`src/rtl/core_types_pkg.sv`:
```
package core_types_pkg;

	// memory depths in words
	localparam int IMEM_WORDS = 64;
	localparam int DMEM_WORDS = 64;

	typedef logic [31:0] word_t;
	typedef logic [4:0]  reg_addr_t;

	// byte address
	typedef logic [31:0] pc_t;

	// word indices into the two rams
	typedef logic [$clog2(IMEM_WORDS)-1:0] imem_idx_t;
	typedef logic [$clog2(DMEM_WORDS)-1:0] dmem_idx_t;

endpackage

```
`src/rtl/instr_mem.sv`:
```
`timescale 1ns/1ns

module instr_mem (
	input  logic                      clk,
	input  logic                      we_i,
	input  core_types_pkg::imem_idx_t waddr_i,
	input  core_types_pkg::word_t     wdata_i,
	input  core_types_pkg::imem_idx_t raddr_i,
	output core_types_pkg::word_t     rdata_o
);
	import core_types_pkg::*;

	word_t mem [IMEM_WORDS];

	// power-up contents are zero, an all-zero word decodes as a bubble
	initial begin
		for (int i = 0; i < IMEM_WORDS; i++) begin
			mem[i] = '0;
		end
	end

	// program load port
	always_ff @(posedge clk) begin
		if (we_i) begin
			mem[waddr_i] <= wdata_i;
		end
	end

	assign rdata_o = mem[raddr_i];

endmodule

```
`config.mk`:
```
export PLATFORM = sky130hd
export DESIGN_NAME = instr_mem
export DESIGN_NICKNAME = d
export VERILOG_FILES = /design/src/rtl/core_types_pkg.sv /design/src/rtl/instr_mem.sv
export SDC_FILE = /design/constraint.sdc
export NUM_CORES = 2
export LEC_CHECK = 0
export BUFFER_PORTS_ARGS = -buffer_cell sky130_fd_sc_hd__buf_2
export CAP_MARGIN = 20
export CORE_MARGIN = 8
export CORE_UTILIZATION = 64
export CTS_CLUSTER_SIZE = 28
export DETAILED_ROUTE_END_ITERATION = 10
export PLACE_DENSITY = 0.81
export SLEW_MARGIN = 15
export SYNTH_ARGS = -nofsm -noshare
export SYNTH_HDL_FRONTEND = slang
export SYNTH_SLANG_ARGS = --single-unit
```
`constraint.sdc`:
```
create_clock -name clk -period 6.9 [get_ports clk]
set_clock_uncertainty 0.1 [all_clocks]
set_input_delay 1.725 -clock clk [delete_from_list [all_inputs] [get_ports clk]]
set_output_delay 1.725 -clock clk [all_outputs]
set_load 0.01 [all_outputs]
```
==> results.yml <==
flow_run:
  cap_violations: 0
global_routing:
  antenna_found_initial: 9
  grt_usage: 0.3349
  grt_max_degree: 65
  grt_pass1_wl_um: 308000
  overflow: 0
  grt_pass1_vias: 40870
cells_and_area:
  fill_cells: 6200
  finalInstanceArea_sq_um: 87860
  fin_nets: 3622
  largest_reg_flops: 2048
  drive_gt1_frac: 0.3059
  reg.largest.list: "mem x2048"
  final_cell_mix: "2048 x edfxtp_1, 544 x mux4_2, 188 x clkbuf_16, 171 x buf_4, 93 x mux2i_1"
  top_register: "mem"
  layout_commonest_cell: "edfxtp_1"
  multi_input_area_sq_um: 15970
  regArea_sq_um: 61500
  syn_to_final_growth_pct: 12.82
floorplan:
  start_util: 0.6423
  die_w_um: 364.8
  fp.coreArea_sq_um: 121200
  rows: 128
  io_pins: 78
  die_area_sq_um: 133100
  fp.dieH_um: 364.8
yosys:
  synth_cell_types: 33
  yosys_register_bits: 2048
  ys_warn_count: 0
  netlist_area_sq_um: 77870
  yosysSeqAreaShare: 0.7897
  synth_fp_nets: 3338
  syn_area_per_cell_sq_um: 23.66
  syn_inst: 3292
timing:
  setup_viol: 0
  post-route-min-period_ps: 6554
  final.setup.worst_slack_ps: 346.0
  setup_tns_ps: 0
  fmax_ghz: 0.1526
  period_share: 0.9499
  timing.final.max_slew_violations: 0
  hold_violations: 0
  tightest_slew_ps: 1207
  grt_setup_unrepaired: "no"
  relSlewSlack: 0.1936
power_and_ir_drop:
  p_per_area_nw_per_um2: 288.1
  p_leak_uw: 0.02745
  ir_drop_uv: 384.1
  power_uw: 25310
routing:
  num_vias: 39950
  routed_wl_um: 222100
  first_pass_iters: 7
  vias_per_cell: 7.455
  drtAntennaViolNets: 0
  drc: 0
  routedWlPerCell_um: 41.45
  drtIter0Drc: 6913
cts:
  clk_path_buf_depth: 3
  cts-root-buf: "clkbuf_16"
  clock-sinks: 2048
  cts.repair.resized: 0
  cts_made_buffers: 187
  tritoncts: "done"
  htreeDepth: 4
  cts_setup_buffers: 0
  cts.clk_slew.worst_paths_ps: 70
  cts_hold_buffers: 0
worst_setup_path:
  critical_path_arrival_ps: 4730
  critPathLaunchType: "input pin"
  end_kind: "output port"
  worstPathMaxFanout: 36
  worstPathRequired_ps: 5080
  critical_path_class: "in -> out"
placed_design:
  numPortBuffers: 77
  place_ws_ps: 464.2
  finalWeightedCongestion: 0.8333
  place_area_sq_um: 81680
  dp_hpwl_um: 118400
min_path:
  hp-class: "in -> reg"
  hold_path_depth: 1
outcome:
  status: "complete, no violations"
[final timing paths]
| check | slack, ps | start | endpoint |
|---|---|---|---|
| max | 350 | raddr_i[0] | rdata_o[27] |
| min | 1240 | wdata_i[14] | mem[57][14] |
[cell usage after synthesis]
library cell  instances  area share
or3_1                 3     0.00024
buf_1                21      0.0010
buf_6                 5     0.00072
buf_2                57      0.0037
nand2_1              26      0.0013
a21oi_1              62      0.0040
mux4_2              544        0.16
nor3_1                7     0.00045
or2_1                 1    0.000080
or2_2                 1    0.000080
or2_0                 1    0.000080
nand4_1               2     0.00016
nand4b_1              1     0.00011
or3b_2                3     0.00034
o32ai_1               4     0.00045
a41o_1                4     0.00051
a311oi_1              8     0.00090
o22ai_1              84      0.0067
buf_4                25      0.0024
edfxtp_1           2048        0.79
nand3b_1              5     0.00048
clkbuf_1             74      0.0036
and3_1                4     0.00032
a31oi_1               1    0.000080
mux2i_1              93       0.012
o221ai_1             27      0.0030
nor2b_1              15      0.0012
or3b_1                2     0.00022
nand2b_1              8     0.00064
nand3_1               5     0.00032
and2_1                2     0.00016
a22oi_1              12      0.0012
nor2_1              137      0.0066
[metal layers]
metal	part of all wire	vias up	wire length, um	global-route usage
met5	0.000059	-	13	0
met4	0.074	2	16390	0.2054
met3	0.14	793	30840	0.08567
met2	0.48	4002	105800	0.5255
met1	0.31	20420	69050	0.4260
li1	-	14740	-	-
[per-stage QoR]
stage	hold WS, ps	util	instances
3_3_place_gp	2294	0.6721	4988
4_1_cts	1375	0.7218	5338
5_1_grt	1219	0.7246	5354
6_report	1237	0.7247	5359
3_5_place_dp	2209	0.6737	4998
2_1_floorplan	1724	-	3292
[final cells by class]
type / instances / area share
Timing Repair Buffer: 277 / 0.02865
Tap cell: 1625 / 0.02314
Multi-Input combinational cell: 1062 / 0.1817
Sequential cell: 2048 / 0.7000
Antenna cell: 7 / 0.0001994
Clock buffer: 233 / 0.05547
Clock inverter: 107 / 0.01079
[where the power goes]
group	switching [uW]	internal (uW)	total, uW	leakage [uW]
clock network	4590	5510	10100	0.00284
registers	28.3	13800	13800	0.0184
logic	898	507	1400	0.00619
total	5520	19800	25300	0.0275
[worst max-delay path, stage by stage]
cell and delay (ps):
buf_8 460, buf_12 330, mux4_2 560, mux4_2 560
o22ai_1 540, nor2_1 250, buf_2 210
[kinds of logic (layout without fill, tap and decap cells)]
group / Yosys count / count (layout) / synth area share
muxes: 637 / 637 / 0.1693
AOI/OAI and AO/OA: 202 / 202 / 0.01687
DFF: 2048 / 2048 / 0.7897
buffers and inverters: 182 / 617 / 0.01138
other: 0 / 7 / 0
and+or+nand+nor: 223 / 223 / 0.01276
No activity file was read; power rests on OpenSTA's default activity.
