**src/rtl/core_types_pkg.sv**
```systemverilog
package core_types_pkg;

	// memory depths in words
	localparam int IMEM_WORDS = 64;
	localparam int DMEM_WORDS = 64;

	typedef logic [31:0] word_t;
	typedef logic [4:0]  reg_addr_t;

	// byte address
	typedef logic [31:0] pc_t;

	// word indices into the two rams
	typedef logic [$clog2(IMEM_WORDS)-1:0] imem_idx_t;
	typedef logic [$clog2(DMEM_WORDS)-1:0] dmem_idx_t;

endpackage

```
**src/rtl/hazard_unit.sv**
```systemverilog
`timescale 1ns/1ns

module hazard_unit (
	input  core_types_pkg::reg_addr_t ifid_rs1_i,
	input  core_types_pkg::reg_addr_t ifid_rs2_i,
	input  core_types_pkg::reg_addr_t idex_rs1_i,
	input  core_types_pkg::reg_addr_t idex_rs2_i,
	input  core_types_pkg::reg_addr_t idex_rd_i,
	input  core_types_pkg::reg_addr_t exmem_rd_i,
	input  core_types_pkg::reg_addr_t memwb_rd_i,
	input  logic                      idex_mem_re_i,
	input  logic                      exmem_reg_we_i,
	input  logic                      memwb_reg_we_i,
	input  logic                      branch_taken_i,
	output logic [1:0]                fwd_a_o,
	output logic [1:0]                fwd_b_o,
	output logic                      stall_o,
	output logic                      flush_o
);
	import core_types_pkg::*;

	logic load_use;

	// 2'b10 from ex/mem, 2'b01 from mem/wb, 2'b00 from the regfile
	function automatic logic [1:0] fwd_sel(input reg_addr_t rs, input reg_addr_t exmem_rd,
			input logic exmem_we, input reg_addr_t memwb_rd, input logic memwb_we);
		if (exmem_we && exmem_rd != '0 && exmem_rd == rs) begin
			return 2'b10;
		end else if (memwb_we && memwb_rd != '0 && memwb_rd == rs) begin
			return 2'b01;
		end
		return 2'b00;
	endfunction

	always_comb begin
		fwd_a_o = fwd_sel(idex_rs1_i, exmem_rd_i, exmem_reg_we_i, memwb_rd_i, memwb_reg_we_i);
		fwd_b_o = fwd_sel(idex_rs2_i, exmem_rd_i, exmem_reg_we_i, memwb_rd_i, memwb_reg_we_i);
	end

	// load in ex feeding the instruction in id
	assign load_use = idex_mem_re_i && (idex_rd_i != '0)
		&& (idex_rd_i == ifid_rs1_i || idex_rd_i == ifid_rs2_i);

	assign flush_o = branch_taken_i;
	assign stall_o = load_use && !branch_taken_i;

endmodule

```
**config.mk**
```make
export PLATFORM = sky130hd
export DESIGN_NAME = hazard_unit
export DESIGN_NICKNAME = d
export VERILOG_FILES = /design/src/rtl/core_types_pkg.sv /design/src/rtl/hazard_unit.sv
export SDC_FILE = /design/constraint.sdc
export NUM_CORES = 1
export LEC_CHECK = 0
export BUFFER_PORTS_ARGS = -buffer_cell sky130_fd_sc_hd__buf_2
export CAP_MARGIN = 20
export CORE_AREA = 2 2 39 41
export DETAILED_ROUTE_END_ITERATION = 7
export DIE_AREA = 0 0 41 43
export GPL_TIMING_DRIVEN = 1
export MAX_ROUTING_LAYER = met4
export PLACE_DENSITY = 0.85
export SLEW_MARGIN = 10
export SYNTH_ARGS = -nofsm -noshare
export SYNTH_HDL_FRONTEND = slang
export SYNTH_SLANG_ARGS = --single-unit
```
**constraint.sdc**
```tcl
create_clock -name vclk -period 2.8
set_input_delay 0.84 -clock vclk [all_inputs]
set_output_delay 0.84 -clock vclk [all_outputs]
set_load 0.03 [all_outputs]
```
==> metrics.md <==
| Metric | Value |
|---|---|
| Cell Rows | 14 |
| Slew HR | 77.7% |
| Status | finished with violations |
| Syn_nets | 90 |
| Worst VDD drop | 0.0000613 V |
| Tmin final | 2.95 ns |
| Dpl cell area | 771 µm² |
| Register area share after synthesis | 0% |
| Synth cell count leaders | xor2_1 (20), xnor2_1 (10), or4_1 (5), nand3_1 (4) |
| Cell variety after synth | 13 |
| Core area | 0.00138 mm² |
| Crit start category | input port |
| Antenna Nets Post-Route | 0 |
| Tot GR Track Use | 16.1% |
| P_leak | 0.396 nW |
| Setup ws final | -0.155 ns |
| Largest area contributor in the netlist | xor2_1 |
| Max-cap violations | 0 |
| GR Overflow Total | 0 |
| Design Area, Final | 860 µm² |
| Starting DRC count in detailed routing | 0 |
| Final Hold Fails | 0 |
| # IOs | 45 |
| Achievable frequency | 338 MHz |
| Most instantiated library cell after synthesis | xor2_1 |
| Hpwl dp | 1280 µm |
| Critical Path Start | idex_rs1_i[3] |
| Failing checks | negative setup slack |
| Area of the mapped netlist | 405 µm² |
| Die width | 41 µm |
| Kind of critical path | input port to output port |
| Residual DRC count | 0 |
| Setup TNS | -0.362 ns |
| Mean Syn Cell Area | 7.95 µm² |
| Pins Over Slew Limit | 0 |
| Drt first pass iters | 1 |
| Vias in the first global route | 539 |
| Hold Crit Endpoint | flush_o |
| IO buf count | 45 |
| Critical Path AT | 2.11 ns |
| Die area | 0.00176 mm² |
| DR WL/cell | 12.1 µm |
| Final setup viols | 3 |
| Power per cell area | 146 mW/mm² |
| Hold_buf cts | 0 |
| RSZ-0062 raised after global routing | true |
| Crit-path max FO | 2 |
| Min-delay src | branch_taken_i |
| Starting Density | 29.3% |
| Hold Path Class | input port to output port |
| Largest net degree at the start of global routing | 4 |
| WP data required | 1.96 ns |
| DR vias | 601 |
| Synth Instances | 51 |
| CP Capture Type | output port |
| Slew @ Worst Pin | 0.331 ns |
| Initial antenna violation count | 0 |
| WHS Path Cells | 2 |
| Final wirelength | 1500 µm |
| Synth top area share | 43.2% |
| Yosys warns | 0 |
| Die Span Y | 43 µm |
| First-pass GRT wire length | 2000 µm |
| Antenna Cells | 0 |
| Sequential cells | 0 |
| Gpl congestion | 0.712 |
| Area contributors post-synth | xor2_1 (43%), xnor2_1 (22%), or4_1 (9.3%) |
| Flip-flop and latch area | 0 µm² |
| Layout area overhead | 112% |
| Avg Vias per Cell | 4.85 |
| Layout Nets | 149 |
| Share of cells above drive strength 1 | 61.1% |
| Tcrit/Tclk final | 106% |
| Clock buffer cells | 0 |
cell usage in the layout, fill, tap and decap left out:
master	count
buf_2	36
xor2_1	20
buf_4	14
xnor2_1	10
buf_6	8
nand3_1	4
nor4_4	4
or4_4	3
or4_1	2
nor3_1	2
o21ai_4	1
o21ai_1	1
nor2b_1	1
o21ai_0	1
a21oi_1	1
through the flow:
stage / std cells / hold WS [ns] / utilization, % / total power [mW] / worst slack [ns]
2_1_floorplan: 51 / 1.81 / - / 0.0518 / -0.0864
3_3_place_gp: 123 / 1.95 / 55.7 / 0.110 / -0.203
3_5_place_dp: 123 / 1.95 / 55.7 / 0.113 / -0.252
4_1_cts: 123 / 1.95 / 57.3 / 0.116 / -0.148
5_1_grt: 124 / 1.95 / 62.1 / 0.135 / -0.184
6_report: 124 / 1.95 / 62.1 / 0.126 / -0.155
routing by layer:
| metal | track usage [%] | wire length [µm] |
|---|---|---|
| met1 | 13.3 | 466 |
| met2 | 34.7 | 841 |
| met3 | 2.09 | 187 |
| met4 | 0 | 0 |
| met5 | - | 0 |
logic make-up (layout without fill, tap and decap cells):
group | Yosys count | count (layout) | synth area share (%)
AOI/OAI and AO/OA | 4 | 4 | 5.86
xor gates and xnor gates | 30 | 30 | 64.8
buffers and inverters | 1 | 58 | 1.85
and+or+nand+nor | 16 | 16 | 27.5
critical path: stages:
cell	delay [ns]
buf_2	0.11
xor2_1	0.17
or4_4	0.53
nor4_4	0.30
buf_6	0.17
final cells by class:
class | instances | area [µm²]
tap | 16 | 20.0
fill | 113 | 524
timing repair buffer | 58 | 375
multi-input combinational | 50 | 464
timing repair:
item / 4_1_cts / 5_1_grt
endpoints found under the setup margin: 4 / 4
resized for setup: 7 / 12
pin swaps: 5 / 0
setup buffers: 0 / 1
worst max path at each step:
stage / endpoint / slack (ns) / depth (start not counted)
6_report: fwd_a_o[0] / -0.15 / 5
5_1_grt: fwd_a_o[0] / -0.18 / 5
4_1_cts: fwd_a_o[0] / -0.15 / 6
3_5_place_dp: fwd_a_o[0] / -0.25 / 6
3_3_place_gp: fwd_b_o[0] / -0.20 / 6
2_1_floorplan: fwd_a_o[0] / -0.09 / 4
power by group:
group	switching, mW	total [mW]	internal [mW]	leakage, nW
Combinational	0.0594	0.126	0.0661	0.396
Clock	0	0	0	0
Sequential	0	0	0	0
No activity file was read; power rests on OpenSTA's default activity.
