$ cat config.mk
export PLATFORM = sky130hd
export DESIGN_NAME = regfile
export DESIGN_NICKNAME = d
export VERILOG_FILES = /design/src/rtl/core_types_pkg.sv /design/src/rtl/regfile.sv
export SDC_FILE = /design/constraint.sdc
export NUM_CORES = 2
export LEC_CHECK = 0
export BUFFER_PORTS_ARGS = -buffer_cell sky130_fd_sc_hd__buf_4
export CAP_MARGIN = 15
export CORE_MARGIN = 4
export CORE_UTILIZATION = 42
export CTS_CLUSTER_DIAMETER = 50
export DETAILED_ROUTE_END_ITERATION = 10
export PLACE_DENSITY = 0.67
export SLEW_MARGIN = 30
export SYNTH_ARGS = -nofsm -noshare
export SYNTH_HDL_FRONTEND = slang
export SYNTH_SLANG_ARGS = --single-unit
$ cat constraint.sdc
create_clock -name clk -period 3.8 [get_ports clk]
set_input_delay 0.19 -clock clk [delete_from_list [all_inputs] [get_ports clk]]
set_output_delay 0.19 -clock clk [all_outputs]
set_load 0.005 [all_outputs]
$ cat src/rtl/core_types_pkg.sv
package core_types_pkg;

	// memory depths in words
	localparam int IMEM_WORDS = 64;
	localparam int DMEM_WORDS = 64;

	typedef logic [31:0] word_t;
	typedef logic [4:0]  reg_addr_t;

	// byte address
	typedef logic [31:0] pc_t;

	// word indices into the two rams
	typedef logic [$clog2(IMEM_WORDS)-1:0] imem_idx_t;
	typedef logic [$clog2(DMEM_WORDS)-1:0] dmem_idx_t;

endpackage

$ cat src/rtl/regfile.sv
`timescale 1ns/1ns

module regfile (
	input  logic                      clk,
	input  logic                      rst_n,
	input  core_types_pkg::reg_addr_t rs1_i,
	input  core_types_pkg::reg_addr_t rs2_i,
	input  core_types_pkg::reg_addr_t rd_i,
	input  logic                      we_i,
	input  core_types_pkg::word_t     wdata_i,
	output core_types_pkg::word_t     rdata1_o,
	output core_types_pkg::word_t     rdata2_o
);
	import core_types_pkg::*;

	word_t regs [32];
	logic  wr_en;

	// x0 is never written
	assign wr_en = we_i && (rd_i != '0);

	always_ff @(posedge clk or negedge rst_n) begin
		if (!rst_n) begin
			for (int i = 0; i < 32; i++) begin
				regs[i] <= '0;
			end
		end else if (wr_en) begin
			regs[rd_i] <= wdata_i;
		end
	end

	// bypass the write of this cycle to the readers
	assign rdata1_o = (wr_en && rd_i == rs1_i) ? wdata_i : regs[rs1_i];
	assign rdata2_o = (wr_en && rd_i == rs2_i) ? wdata_i : regs[rs2_i];

endmodule

==> impl_metrics.json <==
{
  "hold_violations": 0,
  "reg2regPathDepth": 1,
  "use_met2": 0.376,
  "slowest_delay_ns": 0.59,
  "synthesis.area_sq_um": 53400,
  "layout.nets": 3499,
  "worst_skew_pair.late_latency_ns": 0.71,
  "dpl_cell_area_sq_um": 56200,
  "gp_congestion": 0.793,
  "powerDensity_nw_per_um2": 536,
  "cts-hold-fix-buffers": 33,
  "synth_fa_ha_area_frac": 0,
  "synth_area_leaders": "dfrtp_1, mux4_2, mux2_2",
  "largest_reg_flops": 1024,
  "r2r_slack_ns": 2.97,
  "status": "finished, final reports clean",
  "crit_path_end_kind": "primary output",
  "slew_headroom": 0.319,
  "worst_pin_slew_ns": 1.02,
  "fin_cells": 5196,
  "yosys.area_share.simple": 0.0207,
  "netlist.area_leader.share": 0.479,
  "ant_nets": 0,
  "critical_path.top_delay_family": "simple AND/OR/NAND/NOR gates",
  "crit_buf_inv": 1,
  "crit_arrival_ns": 2.68,
  "placedCellCount": 4948,
  "use_met3": 0.0561,
  "io_pins": 114,
  "synth_area_leader_cell": "dfrtp_1",
  "fmaxAchievable_mhz": 349,
  "finalClockSkew_ns": 0,
  "setup_viol": 0,
  "reg_top3": "regs (1024)",
  "period_share": 0.754,
  "drt_iter0_drc": 3170,
  "drive_gt1_frac": 0.458,
  "layout_common_cells": "dfrtp_1, mux2_2, mux4_2, mux2_1, o22ai_1",
  "hpwlAfterDp_um": 91900,
  "swShare": 0.262,
  "start_util": 0.424,
  "cp.required_ns": 3.61,
  "cap_viol_max_count": 0,
  "synth_compound_area_frac": 0.0364,
  "cts_buffers": 116,
  "synth_xor_area_frac": 0.00164,
  "grt_pass1_vias": 34800,
  "synth_cells": 3483,
  "slowest_stage": "or4_1",
  "drt-vias-per-instance": 6.50,
  "wirelength_um": 160000,
  "synthArstFlopShare": 1.00,
  "layout_min_cycle_time_ns": 2.87,
  "firstDrtPassIters": 9,
  "p_comb_frac": 0.184,
  "final_util": 0.482,
  "wire_per_inst_um": 30.8,
  "root_buffer": "clkbuf_16",
  "synthMuxAreaShare": 0.426,
  "yosysSeqAreaShare": 0.479,
  "grtUsageMet1": 0.339,
  "grt.busiest_layer": "met2",
  "clkSinkCount": 1024,
  "post-route-drc-count": 0,
  "min_path_type": "input pin to async pin",
  "cp-start-kind": "flop",
  "peakVddDrop_mv": 0.353,
  "dieWidth_um": 365,
  "tns_ns": 0,
  "syn_to_final_growth_pct": 13.7,
  "startpoint": "regs[800]$_DFFE_PN0P_",
  "critical_path_class": "flop to primary output",
  "clock_path_buffers": 3,
  "crit_chain": "mux4_2, o22ai_1, or4_1, o21ai_1, buf_4",
  "power_frac_seq": 0.443,
  "syn_nets": 3533,
  "portBuffers": 113,
  "worstReg2RegEnd": "regs[868]$_DFFE_PN0P_",
  "synth_cell_types": 41,
  "cts_setup_buffers": 0,
  "antenna_found_initial": 5,
  "antenna_cells": 0,
  "synth_edf_count": 0,
  "critPathMaxFanout": 3,
  "ys_warn_count": 0,
  "fp.dieH_um": 365,
  "cts_resized": 0,
  "internal_power_uw": 24000,
  "cts_tree": "yes",
  "num_rows": 130,
  "synth_area_per_cell_sq_um": 15.3,
  "r2r-start": "regs[868]$_DFFE_PN0P_",
  "cts_max_level": 3,
  "grt_overflow": 0,
  "die-area_sq_um": 133000,
  "ys_seq_elements": 1024,
  "grtUsageTotal": 0.241,
  "post-route-cell-area_sq_um": 60800,
  "synth_top_family_by_area": "multiplexers",
  "synth-main-ff-cell": "dfrtp_1",
  "vias": 33800,
  "largest_register": "regs",
  "grt_start_max_net_pins": 102,
  "power.switching_uw": 8520,
  "power.clock.fraction": 0.373,
  "clkTransAtPathRegs_ns": 0.06,
  "holdWs_ns": 0.154,
  "rsz0062_at_grt": "false",
  "leakagePower_uw": 0.0262,
  "core_area_sq_um": 126000,
  "grt_pass1_wl_um": 236000,
  "final_common_cell": "dfrtp_1",
  "slew_viol_final": 0
}
==> cells in the mapped netlist, types with 6 or more instances <==
cell type and number:
mux2_1 363, nand3b_1 7, or4_1 62, xnor2_1 6
clkbuf_1 220, mux4_2 511, buf_6 17, nor2_1 22
nand3_1 10, buf_1 51, mux2i_1 6, buf_2 87
mux2_2 630, nand2_1 83, buf_4 36, o22ai_1 248
o21ai_1 62, dfrtp_1 1024
==> routing by layer <==
layer / wire length [um] / share of wire
met5: 81 / 0.00051
met2: 74100 / 0.46
met3: 14100 / 0.088
met4: 4960 / 0.031
met1: 66900 / 0.42
==> worst max-delay path by stage <==
stage	cells after the start	to	slack, ns
CTS	6	rdata1_o[30]	0.88
floorplan	7	rdata1_o[30]	1.82
global route	6	rdata1_o[30]	0.83
global placement	8	rdata2_o[30]	0.88
detailed placement	7	rdata2_o[9]	0.97
finish	5	rdata2_o[0]	0.93
==> power groups by stage <==
stage	clock network [uW]	registers [uW]	logic [uW]
2_1_floorplan	0	14100	4560
3_3_place_gp	0	14400	5840
3_5_place_dp	0	14500	5990
4_1_cts	12300	14400	6030
5_1_grt	12800	14700	6450
6_report	12100	14400	5990
==> area by class of cell <==
class | instances | area (sq um)
sequential | 1024 | 25600
timing repair buffer | 260 | 2690
clock inverter | 59 | 827
fill | 10600 | 65300
tap | 1650 | 2060
clock buffer | 156 | 3360
multi-input combinational | 2044 | 26200
inverter | 3 | 11.3
==> kinds of logic (layout without fill, tap and decap cells) <==
group                     Yosys count  in the layout
muxes                            1510           1510
AOI/OAI and AO/OA                 320            320
DFF                              1024           1024
and+or+nand+nor                   204            204
xor gates and xnor gates           10             10
buffers and inverters             415            478
==> stage by stage <==
| stage | total power, uW | setup slack, ns |
|---|---|---|
| final | 32500 | 0.934 |
| after floorplan | 18600 | 1.82 |
| after global placement | 20200 | 0.883 |
| after CTS | 32700 | 0.877 |
| after global routing | 33900 | 0.832 |
| after detailed placement | 20500 | 0.971 |
No activity file was read; power rests on OpenSTA's default activity.
