<file path="config.mk">
export PLATFORM = sky130hd
export DESIGN_NAME = data_mem
export DESIGN_NICKNAME = d
export VERILOG_FILES = /design/src/rtl/core_types_pkg.sv /design/src/rtl/data_mem.sv
export SDC_FILE = /design/constraint.sdc
export NUM_CORES = 2
export LEC_CHECK = 0
export ABC_AREA = 1
export BUFFER_PORTS_ARGS = -buffer_cell sky130_fd_sc_hd__buf_2
export CAP_MARGIN = 20
export CORE_MARGIN = 1.5
export CORE_UTILIZATION = 60
export CTS_CLUSTER_DIAMETER = 120
export CTS_CLUSTER_SIZE = 16
export DETAILED_ROUTE_END_ITERATION = 10
export GPL_TIMING_DRIVEN = 0
export PLACE_DENSITY_LB_ADDON = 0.08
export SLEW_MARGIN = 20
export SYNTH_ARGS = -nofsm -noshare
export SYNTH_HDL_FRONTEND = slang
export SYNTH_SLANG_ARGS = --single-unit
</file>
<file path="constraint.sdc">
create_clock -name clk -period 12.3 [get_ports clk]
set_clock_uncertainty 0.1 [all_clocks]
set_input_delay 1.23 -clock clk [delete_from_list [all_inputs] [get_ports clk]]
set_output_delay 1.23 -clock clk [all_outputs]
set_load 0.005 [all_outputs]
</file>
<file path="src/rtl/core_types_pkg.sv">
package core_types_pkg;

	// memory depths in words
	localparam int IMEM_WORDS = 64;
	localparam int DMEM_WORDS = 64;

	typedef logic [31:0] word_t;
	typedef logic [4:0]  reg_addr_t;

	// byte address
	typedef logic [31:0] pc_t;

	// word indices into the two rams
	typedef logic [$clog2(IMEM_WORDS)-1:0] imem_idx_t;
	typedef logic [$clog2(DMEM_WORDS)-1:0] dmem_idx_t;

endpackage

</file>
<file path="src/rtl/data_mem.sv">
`timescale 1ns/1ns

module data_mem (
	input  logic                      clk,
	input  logic                      we_i,
	input  core_types_pkg::dmem_idx_t idx_i,
	input  core_types_pkg::word_t     wdata_i,
	output core_types_pkg::word_t     rdata_o
);
	import core_types_pkg::*;

	word_t mem [DMEM_WORDS];

	// data starts out as zero
	initial begin
		for (int i = 0; i < DMEM_WORDS; i++) begin
			mem[i] = '0;
		end
	end

	always_ff @(posedge clk) begin
		if (we_i) begin
			mem[idx_i] <= wdata_i;
		end
	end

	// loads see the array directly
	assign rdata_o = mem[idx_i];

endmodule

</file>
==> results by group <==
Run status
  • Status: finished clean

Die
  • Die height: 381 µm
  • Die area: 145000 µm²
  • Initial Util: 0.606
  • Core ar.: 142000 µm²
  • Die width: 381 µm
  • I/O pin count: 72
  • Row Count: 138

Pwr
  • P_leak: 40.0 nW
  • Clock network power share: 0.334
  • Switching Fraction: 0.234
  • Internal power: 10.1 mW
  • Comb power frac: 0.082
  • Switching pwr: 3.10 mW
  • Power Dens Cells: 139 nW/µm²
  • Reg power frac: 0.584
  • Max VDD drop: 0.133 mV

Layout
  • Nets: 8778
  • Multi-input gate area: 22800 µm²
  • Area grow syn2layout: 11.2%
  • Largest regs: mem: 2048 flops
  • Max reg flops: 2048
  • Cell Count, Final, Fillers Out: 10600
  • Most flops, register: mem
  • Share of post-route cells with drive strength above 1: 0.0799
  • Reg area: 61500 µm²
  • Fillers: 10700

Critical path
  • Delay-heaviest family, CP: buffers and inverters
  • CP max-delay cell: buf_2
  • CP Data Arrival Time: 4.54 ns
  • CP Data Required Time: 10.97 ns
  • Cell mode on critical path: nand2_1
  • Worst Path Max Fanout: 11
  • CP Capture Type: primary output
  • Worst path cell trace: buf_2, inv_2, buf_2, buf_1, nand2_1, nand2_1, nand2_1, nand2_1, nand2_1, nand2_1, nor2_1, nand2_1, buf_2
  • Crit start category: primary input
  • CP bufs+invs: 5
  • Kind of critical path: in2out
  • CP max stage delay: 0.73 ns

Global route
  • Initial antenna violation count: 31
  • Vias in the first global route: 56200
  • Total global routing overflow: 0
  • Largest net degree at the start of global routing: 65
  • First-pass GRT wire length: 379000 µm
  • All-layer global routing usage: 0.368

Clock tree
  • Clk slew on worst S/H paths: 0.07 ns
  • Setup Fix Bufs, Post-CTS: 0
  • # clock sinks: 2048
  • CTS max path bufs: 3
  • TritonCTS clock tree: built
  • CTS root buf: clkbuf_16
  • CTS Hold Bufs: 0
  • CTS-repair resized insts: 0
  • H-tree level count: 4
  • Total CTS buffers: 145

STA
  • Endpoints failing hold: 0
  • Max Fclk: 170 MHz
  • Max transition margin: 0.214
  • Setup violations, final: 0
  • Setup TNS: 0 ns
  • Final cycle utilization of the critical path: 0.477
  • Worst setup margin: 6.43 ns
  • RSZ-0062 raised after global routing: false
  • Slew Limit Fails: 0
  • Least-Margin Pin Slew: 1.17 ns
  • Minimum clock period: 5.87 ns

Placed design
  • Dpl ws: 6.57 ns
  • Final GP Congestion: 1.06
  • Hpwl dp: 188000 µm
  • Placed insts: 10500
  • Number of port buffers: 67

Synthesis
  • Leading area contributor after synthesis: edfxtp_1
  • Syn nets: 8448
  • Post-Synth Simple-Gate Area: 0.259
  • Yosys warns: 0
  • Top-area cell type share of the netlist area: 0.716
  • Synth Area in Adders: 0
  • Post-synthesis mux area share: 0
  • Seq cells post-synth: 2048
  • Synth Cell Area: 85900 µm²
  • Largest family of logic cells by synthesized area: simple AND/OR/NAND/NOR gates
  • Top-count cell post-synth: nand2_1
  • Commonest cells post-synth: nand2_1 (5728), edfxtp_1 (2048), buf_2 (244)
  • Distinct cell type count after synthesis: 20
  • Dominant cells by area after synthesis: edfxtp_1 (72%), nand2_1 (25%), buf_2 (1.4%), nor2_1 (0.60%), clkbuf_1 (0.59%)
  • Post-synthesis compound-gate area fraction: 0.000845
  • Async S/R FF share, synth: 0
  • Number of flops mapped to enable cells by yosys: 2048
  • Post-Synth XOR/XNOR Area: 0
  • Post-Syn Instances: 8408
  • Mapped Avg Cell Area: 10.2 µm²
  • Top FF cell, synth: edfxtp_1
  • Seq/Total Area, Yosys: 0.716

Route
  • Vias per inst: 5.68
  • DR WL/cell: 25.2 µm
  • Detailed-router iteration count before antenna repair: 6
  • Routed via count: 60400
  • Drt initial violations: 8779
  • DRT Wirelength: 268000 µm
  • Post-route ant nets: 0
  • # DRC: 0

Run
  • Max-cap viol count: 0

Worst hold path
  • Min-delay worst type: in2reg
## layout by cell type (no fill, tap or decap)
cell,netlist,layout
nand3_1,13,13
nor2_4,0,62
inv_1,16,16
buf_1,27,27
nand2_1,5728,5728
buf_2,244,288
clkbuf_16,0,152
clkbuf_2,0,10
o211ai_1,5,5
clkbuf_1,136,126
o21ai_1,2,2
nand4_1,2,2
diode_2,0,7
clkinv_8,0,1
buf_8,0,1
inv_2,14,14
nor2_1,137,75
buf_4,11,46
o21ai_0,5,5
edfxtp_1,2048,2048
buf_6,4,5
buf_16,0,51
or2_2,5,5
inv_6,0,3
nor3_2,7,8
buf_12,0,51
or2_1,1,1
nor4_2,0,2
## cell type report
cell class / count / area share
Sequential cell: 2048 / 0.644
Multi-Input combinational cell: 5908 / 0.238
Clock buffer: 152 / 0.0398
Timing Repair Buffer: 183 / 0.0307
Tap cell: 1890 / 0.0248
Buffer: 422 / 0.0207
Inverter: 30 / 0.00118
Clock inverter: 4 / 0.000445
Antenna cell: 7 / 0.000183
## power groups by stage
stage	Clock, mW	Sequential [mW]	Combinational (mW)
2_1_floorplan	0	7.89	0.504
3_3_place_gp	0	7.89	0.992
3_5_place_dp	0	7.88	1.05
4_1_cts	4.44	7.73	1.05
5_1_grt	4.65	7.73	1.15
6_report	4.43	7.73	1.08
## kinds of logic (layout without fill, tap and decap cells)
kind of cell / Yosys count / count (layout)
AOI/OAI and AO/OA: 12 / 12
DFF: 2048 / 2048
and+or+nand+nor: 5896 / 5896
other: 0 / 7
buffers and inverters: 452 / 791
## path summary, 6_finish.rpt
kind / startpoint / end / depth (start not counted)
worst min-delay path: wdata_i[13] / mem[32][13] / 1
worst max-delay path: idx_i[1] / rdata_o[28] / 13
## metrics by stage
| step | cell area (µm²) | power [mW] | utilization | hold WS (ns) |
|---|---|---|---|---|
| 6_report | 95500 | 13.2 | 0.674 | 0.724 |
| 5_1_grt | 95500 | 13.5 | 0.674 | 0.706 |
| 3_3_place_gp | 88600 | 8.89 | 0.625 | 1.97 |
| 4_1_cts | 95500 | 13.2 | 0.674 | 0.683 |
| 2_1_floorplan | 85900 | 8.39 | - | 1.23 |
| 3_5_place_dp | 91600 | 8.93 | 0.646 | 1.55 |
## per-layer routing
| metal | vias to the layer above | track usage | part of all wire |
|---|---|---|---|
| li1 | 27700 | - | - |
| met1 | 28600 | 0.503 | 0.38 |
| met2 | 3481 | 0.557 | 0.44 |
| met3 | 627 | 0.0786 | 0.12 |
| met4 | 8 | 0.200 | 0.063 |
| met5 | - | 0 | 0.00017 |
(Power assumes the default switching activity.)
