**src/rtl/core_types_pkg.sv**
```systemverilog
package core_types_pkg;

	// memory depths in words
	localparam int IMEM_WORDS = 64;
	localparam int DMEM_WORDS = 64;

	typedef logic [31:0] word_t;
	typedef logic [4:0]  reg_addr_t;

	// byte address
	typedef logic [31:0] pc_t;

	// word indices into the two rams
	typedef logic [$clog2(IMEM_WORDS)-1:0] imem_idx_t;
	typedef logic [$clog2(DMEM_WORDS)-1:0] dmem_idx_t;

endpackage

```
**src/rtl/rv_isa_pkg.sv**
```systemverilog
package rv_isa_pkg;

	// major opcodes of the supported subset
	localparam logic [6:0] OP_RTYPE  = 7'b0110011;
	localparam logic [6:0] OP_ITYPE  = 7'b0010011;
	localparam logic [6:0] OP_LOAD   = 7'b0000011;
	localparam logic [6:0] OP_STORE  = 7'b0100011;
	localparam logic [6:0] OP_BRANCH = 7'b1100011;

	// funct3 for register and immediate ops
	localparam logic [2:0] F3_ADD_SUB = 3'b000;
	localparam logic [2:0] F3_SLT     = 3'b010;
	localparam logic [2:0] F3_XOR     = 3'b100;
	localparam logic [2:0] F3_OR      = 3'b110;
	localparam logic [2:0] F3_AND     = 3'b111;

	// funct3 for word loads, stores and beq
	localparam logic [2:0] F3_WORD = 3'b010;
	localparam logic [2:0] F3_BEQ  = 3'b000;

	// operations the alu knows
	typedef enum logic [2:0] {
		ALU_ADD,
		ALU_SUB,
		ALU_AND,
		ALU_OR,
		ALU_XOR,
		ALU_SLT
	} alu_op_e;

endpackage

```
**src/rtl/alu.sv**
```systemverilog
`timescale 1ns/1ns

module alu (
	input  core_types_pkg::word_t a_i,
	input  core_types_pkg::word_t b_i,
	input  rv_isa_pkg::alu_op_e   op_i,
	output core_types_pkg::word_t y_o,
	output logic                  zero_o
);
	import rv_isa_pkg::*;

	always_comb begin
		case (op_i)
			ALU_ADD: y_o = a_i + b_i;
			ALU_SUB: y_o = a_i - b_i;
			ALU_AND: y_o = a_i & b_i;
			ALU_OR:  y_o = a_i | b_i;
			ALU_XOR: y_o = a_i ^ b_i;
			// signed compare
			ALU_SLT: y_o = {31'b0, $signed(a_i) < $signed(b_i)};
			default: y_o = '0;
		endcase
	end

	// beq taken when a - b is zero
	assign zero_o = (y_o == '0);

endmodule

```
**config.mk**
```make
export PLATFORM = sky130hd
export DESIGN_NAME = alu
export DESIGN_NICKNAME = d
export VERILOG_FILES = /design/src/rtl/core_types_pkg.sv /design/src/rtl/rv_isa_pkg.sv /design/src/rtl/alu.sv
export SDC_FILE = /design/constraint.sdc
export NUM_CORES = 1
export LEC_CHECK = 0
export BUFFER_PORTS_ARGS = -buffer_cell sky130_fd_sc_hd__clkbuf_2
export CORE_ASPECT_RATIO = 0.9
export CORE_MARGIN = 1
export CORE_UTILIZATION = 45
export DETAILED_ROUTE_END_ITERATION = 7
export PLACE_DENSITY = 0.66
export SLEW_MARGIN = 15
export SYNTH_ARGS = -nofsm -noshare
export SYNTH_HDL_FRONTEND = slang
export SYNTH_SLANG_ARGS = --single-unit
```
**constraint.sdc**
```tcl
create_clock -name vclk -period 6.2
set_input_delay 1.24 -clock vclk [all_inputs]
set_output_delay 1.24 -clock vclk [all_outputs]
set_load 0.01 [all_outputs]
```
==> results.sh <==
export IMPL_outcome="finished clean"
export IMPL_hpwlAfterDp_um=17160
export IMPL_fp_row_count=38
export IMPL_final_layout_size_suffix_gt1_share_pct=20.46
export IMPL_worst_pin_slew_ps=770.0
export IMPL_cp_top_family="simple AND/OR/NAND/NOR gates"
export IMPL_synthTopCellsByArea="ha_1 (22%), a21oi_1 (8.8%), inv_1 (7.0%)"
export IMPL_layout_commonest_cell="inv_1"
export IMPL_worstPathArrival_ps=4790
export IMPL_slowest_delay_ps=560
export IMPL_synthDistinctLibCells=75
export IMPL_crit_slowest_cell="or4_4"
export IMPL_nClkBuffers=0
export IMPL_met3_usage_pct=4.167
export IMPL_core_um2=12120
export IMPL_wirelength_um=20960
export IMPL_wl_per_cell_um=18.12
export IMPL_crit_type="in2out"
export IMPL_ios=100
export IMPL_crit_fanout=3
export IMPL_vdd_drop_max_uv=49.53
export IMPL_antenna_found_initial=0
export IMPL_dieArea_um2=13000
export IMPL_timing_setup_tns_ps=0
export IMPL_initial_core_util_pct=46.58
export IMPL_ff_latch_area_um2=0
export IMPL_stdcell_count=1157
export IMPL_ant_nets=0
export IMPL_syn_avg_cell_area_um2=6.440
export IMPL_post_route_min_period_ps=6035
export IMPL_die_x_um=120.1
export IMPL_powerDensity_nw_per_um2=102.3
export IMPL_finalWorstSetupSlack_ps=165.2
export IMPL_first_iter_violations=698
export IMPL_cts_hold_buffers=0
export IMPL_hold_depth=4
export IMPL_die_y_um=108.3
export IMPL_end_kind="output pin"
export IMPL_maxSlewViolCount=0
export IMPL_yosysSeqAreaShare_pct=0
export IMPL_drv_cap=0
export IMPL_critPathLaunchType="input port"
export IMPL_design_seq_count=0
export IMPL_vias=7115
export IMPL_placed_cells=1157
export IMPL_grt_use_met1_pct=44.18
export IMPL_diodes=0
export IMPL_slew_headroom_pct=48.44
export IMPL_setup_violations=0
export IMPL_worstPathCellList="clkbuf_2, inv_1, ha_1, or4_4, or4_4, o211ai_2, a21oi_2, a21oi_1, o21ai_0, nor3_1, nand4b_1, nor4_2, buf_4, nand4_1, nor4_2, clkbuf_2"
export IMPL_clock_fmax_ghz=0.1657
export IMPL_num_nets_final=1169
export IMPL_place_ws_ps=-2.629
export IMPL_grtUsageTotal_pct=31.40
export IMPL_grt_ovfl_total=0
export IMPL_synth_top_cell_area_share_pct=22.37
export IMPL_grt_pass1_wl_um=33250
export IMPL_synth_net_count=1047
export IMPL_grt_busiest_layer="met2"
export IMPL_hold_start="op_i[2]"
export IMPL_yosys_warnings=0
export IMPL_gp_congestion=1.011
export IMPL_final_cell_mix="inv_1 (106), clkbuf_2 (100), a21oi_1 (99), ha_1 (99), nor2_1 (72)"
export IMPL_hp_class="in2out"
export IMPL_io_buffers=100
export IMPL_synth_area_um2=5648
export IMPL_drc=0
export IMPL_vias_per_cell=6.150
export IMPL_cts_setup_buffers=0
export IMPL_crit_required_ps=4960
export IMPL_timing_hold_ws_ps=3068
export IMPL_hold_viol_final=0
export IMPL_dr_pass1_iters=5
export IMPL_yosysTopAreaCell="ha_1"
export IMPL_n_fill_cell=1290
export IMPL_hold_end="y_o[1]"
export IMPL_grt_max_degree=25
export IMPL_path_buf_inv=4
export IMPL_use_met2_pct=50.33
export IMPL_syn2layout_area_growth_pct=19.38
export IMPL_grt_pass1_vias=6527
export IMPL_period_share_pct=97.33
export IMPL_synth_cells=877
export IMPL_p_total_mw=0.6899
export IMPL_p_leak_nw=3.307
-- cell families after synthesis --
logic type	count (synthesis)	synth area share, %
and+or+nand+nor	258	22.62
xor gates and xnor gates	13	2.016
AOI/OAI and AO/OA	337	39.72
muxes	11	1.994
buffers and inverters	155	10.57
adders and majority gates	103	23.08
-- synthesized netlist by cell type (all sizes together) (3+ instances only) --
library cell    n
o21a           11
a211o           8
or4             6
ha            101
a21o           11
a221oi          4
nor4b           5
nor4           14
buf             9
o311ai          4
o2111ai         3
nor3           25
nand3b          3
o41ai           4
a21oi         101
nand3          16
a21boi          4
clkbuf         39
o221ai          5
o211ai         26
nor2           72
o31a            5
nand2b          8
o31ai          12
a211oi         20
xnor2          12
o21ai          57
o21bai          7
a31oi          11
a2111oi         6
and2            3
mux2i           9
and3            5
o211a           9
inv           106
o22ai           8
nand2          65
nand4          14
nor2b           8
o32ai           3
or2             8
-- where the power goes --
group,switching [mW],total (mW),internal (mW)
sequential,0,0,0
combinational,0.420,0.690,0.270
clock,0,0,0
-- metrics by stage --
step	area [um^2]	utilization, %
after global routing	6743	55.61
after floorplan	5648	-
final	6743	55.61
after CTS	6673	55.04
after detailed placement	6666	54.98
after global placement	6666	54.98
-- what timing repair did --
item | 4_1_cts | 5_1_grt
gates resized for setup | 1 | 17
endpoints found under the hold margin | 0 | 0
gates cloned | 0 | 0
pin swaps | 0 | 3
endpoints found under the setup margin | 1 | 1
-- worst max path at each step --
stage / to / cells past startpoint / slack, ps / start
after floorplan: zero_o / 14 / 580 / a_i[12]
after global placement: zero_o / 16 / 50 / a_i[0]
after detailed placement: zero_o / 16 / -3 / a_i[0]
after CTS: zero_o / 16 / 140 / b_i[0]
after global routing: zero_o / 16 / -50 / b_i[0]
final: zero_o / 16 / 170 / a_i[12]
-- area by class of cell --
| class | count | area, um^2 | share of cell area, % |
|---|---|---|---|
| Multi-Input combinational cell | 722 | 5130 | 76.08 |
| Timing Repair Buffer | 168 | 1011 | 14.99 |
| Inverter | 107 | 401.6 | 5.957 |
| Tap cell | 160 | 200.2 | 2.969 |
-- layer usage --
metal  wire [um]  vias up
met5           0        -
met4         415        0
met3        1943       39
met2        9068      374
met1        9537     3246
li1            -     3456
Note: power is estimated with default switching activity, not from simulation.
