===== src/rtl/core_types_pkg.sv =====
package core_types_pkg;

	// memory depths in words
	localparam int IMEM_WORDS = 64;
	localparam int DMEM_WORDS = 64;

	typedef logic [31:0] word_t;
	typedef logic [4:0]  reg_addr_t;

	// byte address
	typedef logic [31:0] pc_t;

	// word indices into the two rams
	typedef logic [$clog2(IMEM_WORDS)-1:0] imem_idx_t;
	typedef logic [$clog2(DMEM_WORDS)-1:0] dmem_idx_t;

endpackage


===== src/rtl/rv_isa_pkg.sv =====
package rv_isa_pkg;

	// major opcodes of the supported subset
	localparam logic [6:0] OP_RTYPE  = 7'b0110011;
	localparam logic [6:0] OP_ITYPE  = 7'b0010011;
	localparam logic [6:0] OP_LOAD   = 7'b0000011;
	localparam logic [6:0] OP_STORE  = 7'b0100011;
	localparam logic [6:0] OP_BRANCH = 7'b1100011;

	// funct3 for register and immediate ops
	localparam logic [2:0] F3_ADD_SUB = 3'b000;
	localparam logic [2:0] F3_SLT     = 3'b010;
	localparam logic [2:0] F3_XOR     = 3'b100;
	localparam logic [2:0] F3_OR      = 3'b110;
	localparam logic [2:0] F3_AND     = 3'b111;

	// funct3 for word loads, stores and beq
	localparam logic [2:0] F3_WORD = 3'b010;
	localparam logic [2:0] F3_BEQ  = 3'b000;

	// operations the alu knows
	typedef enum logic [2:0] {
		ALU_ADD,
		ALU_SUB,
		ALU_AND,
		ALU_OR,
		ALU_XOR,
		ALU_SLT
	} alu_op_e;

endpackage


===== src/rtl/decoder.sv =====
`timescale 1ns/1ns

module decoder (
	input  core_types_pkg::word_t instr_i,
	output logic                  reg_we_o,
	output logic                  mem_re_o,
	output logic                  mem_we_o,
	output logic                  mem_to_reg_o,
	output logic                  alu_src_o,
	output logic                  is_branch_o,
	output rv_isa_pkg::alu_op_e   alu_op_o,
	output core_types_pkg::word_t imm_o
);
	import rv_isa_pkg::*;

	logic [6:0] opcode;
	logic [2:0] funct3;
	logic       f7_b5;

	assign opcode = instr_i[6:0];
	assign funct3 = instr_i[14:12];
	assign f7_b5  = instr_i[30];

	always_comb begin
		reg_we_o     = 1'b0;
		mem_re_o     = 1'b0;
		mem_we_o     = 1'b0;
		mem_to_reg_o = 1'b0;
		alu_src_o    = 1'b0;
		is_branch_o  = 1'b0;
		alu_op_o     = ALU_ADD;
		imm_o        = '0;
		case (opcode)
			OP_RTYPE: begin
				reg_we_o = 1'b1;
				case (funct3)
					F3_ADD_SUB: alu_op_o = f7_b5 ? ALU_SUB : ALU_ADD;
					F3_SLT:     alu_op_o = ALU_SLT;
					F3_XOR:     alu_op_o = ALU_XOR;
					F3_OR:      alu_op_o = ALU_OR;
					F3_AND:     alu_op_o = ALU_AND;
					default:    reg_we_o = 1'b0;
				endcase
			end
			OP_ITYPE: begin
				// only addi
				reg_we_o  = (funct3 == F3_ADD_SUB);
				alu_src_o = 1'b1;
				imm_o     = {{20{instr_i[31]}}, instr_i[31:20]};
			end
			OP_LOAD: begin
				reg_we_o     = (funct3 == F3_WORD);
				mem_re_o     = (funct3 == F3_WORD);
				mem_to_reg_o = 1'b1;
				alu_src_o    = 1'b1;
				imm_o        = {{20{instr_i[31]}}, instr_i[31:20]};
			end
			OP_STORE: begin
				mem_we_o  = (funct3 == F3_WORD);
				alu_src_o = 1'b1;
				imm_o     = {{20{instr_i[31]}}, instr_i[31:25], instr_i[11:7]};
			end
			OP_BRANCH: begin
				// beq compares through a subtract
				is_branch_o = (funct3 == F3_BEQ);
				alu_op_o    = ALU_SUB;
				imm_o       = {{19{instr_i[31]}}, instr_i[31], instr_i[7],
					instr_i[30:25], instr_i[11:8], 1'b0};
			end
			default: begin
				alu_op_o = ALU_ADD;
			end
		endcase
	end

endmodule


===== config.mk =====
export PLATFORM = sky130hd
export DESIGN_NAME = decoder
export DESIGN_NICKNAME = d
export VERILOG_FILES = /design/src/rtl/core_types_pkg.sv /design/src/rtl/rv_isa_pkg.sv /design/src/rtl/decoder.sv
export SDC_FILE = /design/constraint.sdc
export NUM_CORES = 1
export LEC_CHECK = 0
export BUFFER_PORTS_ARGS = -buffer_cell sky130_fd_sc_hd__buf_4
export CORE_MARGIN = 2
export CORE_UTILIZATION = 30
export DETAILED_ROUTE_END_ITERATION = 12
export GPL_ROUTABILITY_DRIVEN = 0
export PLACE_DENSITY = 0.85
export SKIP_LAST_GASP = 1
export SLEW_MARGIN = 40
export SYNTH_ARGS = -nofsm -noshare
export SYNTH_HDL_FRONTEND = slang
export SYNTH_SLANG_ARGS = --single-unit

===== constraint.sdc =====
create_clock -name vclk -period 3.9
set_input_delay 0.78 -clock vclk [all_inputs]
set_output_delay 0.78 -clock vclk [all_outputs]
set_load 0.1 [all_outputs]

==> metrics.txt <==
Setup CP Type in -> out; fin cells 126; Die X 42.6 um; CP Data Arrival Time ~2.4 ns; Peak VDD IR 0.0468 mV; Vias 626; Clock power frac 0%; FP Rows 13; cts repair resizes 0; fill count 120; gr usage total around 16%; initial antenna violation count 0; Ant. Diodes 0; Routed Antenna Nets 0; outcome finished clean; critical path, cell by cell buf_4 -> nand4bb_4 -> or3_1 -> a21boi_4 -> buf_4; boundary pin count 73; DR iter-0 viols 6; Synth cell types 24; crit-path max FO 20; HPWL Detailed 1.30 mm; Area Overhead vs Synth 97.5%; maximum clock rate about 0.31 GHz; setup slack at placement 0.664 ns; placed cells 126; Relative slew margins 64.0%; Switch Pwr 0.0488 mW; Final Instance Area 885 um2; die area about 1800 um2; Seq pwr share 0%; Crit path top cell by count buf_4; slowest CP cell or3_1; startpoint types input port; RSZ-0062 raised after global routing no; Power per Cell Area around 88 nW/um2; Mapped Nets 95; total grt overflow 0; worst hold path depth 3; setup ws final between 0.6 and 0.7 ns; layout cells sized above 1 70.3%; Critical Path Max Stage Delay 0.48 ns; Area after DPL 885 um2; Die Ht 42.6 um; crit path time final 3.22 ns; Yosys warning count 0; Detailed Route WL 1.47 mm; drt wl/cell around 12 um; Setup Buffers After CTS 0; Mapped Area 448 um2; Initial Utilization 33.2%; Final Hold Vio Count 0; switching share of power between 60% and 70%; fin. max-slew vios 0; Core Box Area around 1400 um2; Power, Total just under 0.08 mW; DRC violations left 0; max-cap check violation count 0; DR pass1 iterations 4; Avg Vias per Cell about 5; clk_buf instances 0; commonest non-fill, non-tap cells in the layout buf_4, a21boi_0, a22o_1; final setup fails 0; first-pass GRT wire length around 2.4 mm; Seq cells 0; Avg Inst Size Synth 7.11 um2; Comb pwr share 100.0%; CP endpoint kind primary output; static leakage 0.456 nW; commonest non-fill, non-tap cell in the layout buf_4; cell count after synthesis 63; register area 0 um2; Seq/Total Area, Yosys 0%; Port Buffers just under 70; largest net degree at the start of global routing 21; period utilisation layout between 80% and 90%; number of global-route vias before repair 555; worst slew pin tran 0.536 ns; hold_buf cts 0; HP Class in -> out; internal power around 0.03 mW; Req. time, crit path 3.12 ns; fin nets around 150
## worst paths after layout
| check | endpoint | slack [ns] | startpoint |
|---|---|---|---|
| worst min-delay path | alu_src_o | 1.94 | instr_i[6] |
| worst max-delay path | imm_o[16] | 0.68 | instr_i[2] |
## final cells by class
type                       instances  area, um2  share of cell area, %
multi-input combinational         40        344                   38.9
inverter                           3       11.3                   1.27
tap                               15       18.8                   2.12
timing repair buffer              68        510                   57.7
## per-stage QoR
stage,TNS [ns],hold slack [ns],util [%]
6_report,0,1.94,65.5
5_1_grt,0,1.96,65.5
4_1_cts,0,1.94,65.5
3_5_place_dp,0,1.94,65.5
3_3_place_gp,0,1.95,65.5
2_1_floorplan,-3.43,1.67,-
## kinds of logic (layout without fill, tap and decap cells)
group           count (synthesis)  after routing  share of synthesized area (%)
xor+xnor                        1              1                           1.96
buf+inv                        23             71                           35.5
compound gates                 17             17                           29.6
simple gates                   22             22                           33.0
## worst max-delay path: cells and delay by family
kind                   cells  cell delay, ns
AO/OA/AOI/OAI              1            0.44
AND/OR/NAND/NOR            2            0.73
buffers and inverters      2            0.49
## synth_stat cells, types with 2 or more instances
master | instances | share of area [%]
nand2b_1 | 3 | 4.2
nor3_1 | 5 | 5.6
nor4_1 | 2 | 2.8
nor2_1 | 3 | 2.5
nand2_1 | 3 | 2.5
inv_1 | 2 | 1.7
a22o_1 | 4 | 7.8
a21boi_0 | 7 | 12
buf_4 | 19 | 32
## layer usage
metal	GRT usage [%]	wire, um	up-vias
met5	0	0	-
met4	0	0	0
met3	2.16	191	0
met2	31.5	760	46
met1	18.0	519	272
li1	-	-	308
## power groups by stage
| stage | registers (mW) | logic [mW] | clock network (mW) |
|---|---|---|---|
| 6_report | 0 | 0.0782 | 0 |
| 5_1_grt | 0 | 0.0819 | 0 |
| 4_1_cts | 0 | 0.0784 | 0 |
| 3_5_place_dp | 0 | 0.0783 | 0 |
| 3_3_place_gp | 0 | 0.0774 | 0 |
| 2_1_floorplan | 0 | 0.0470 | 0 |
Note: power is estimated with default switching activity, not from simulation.
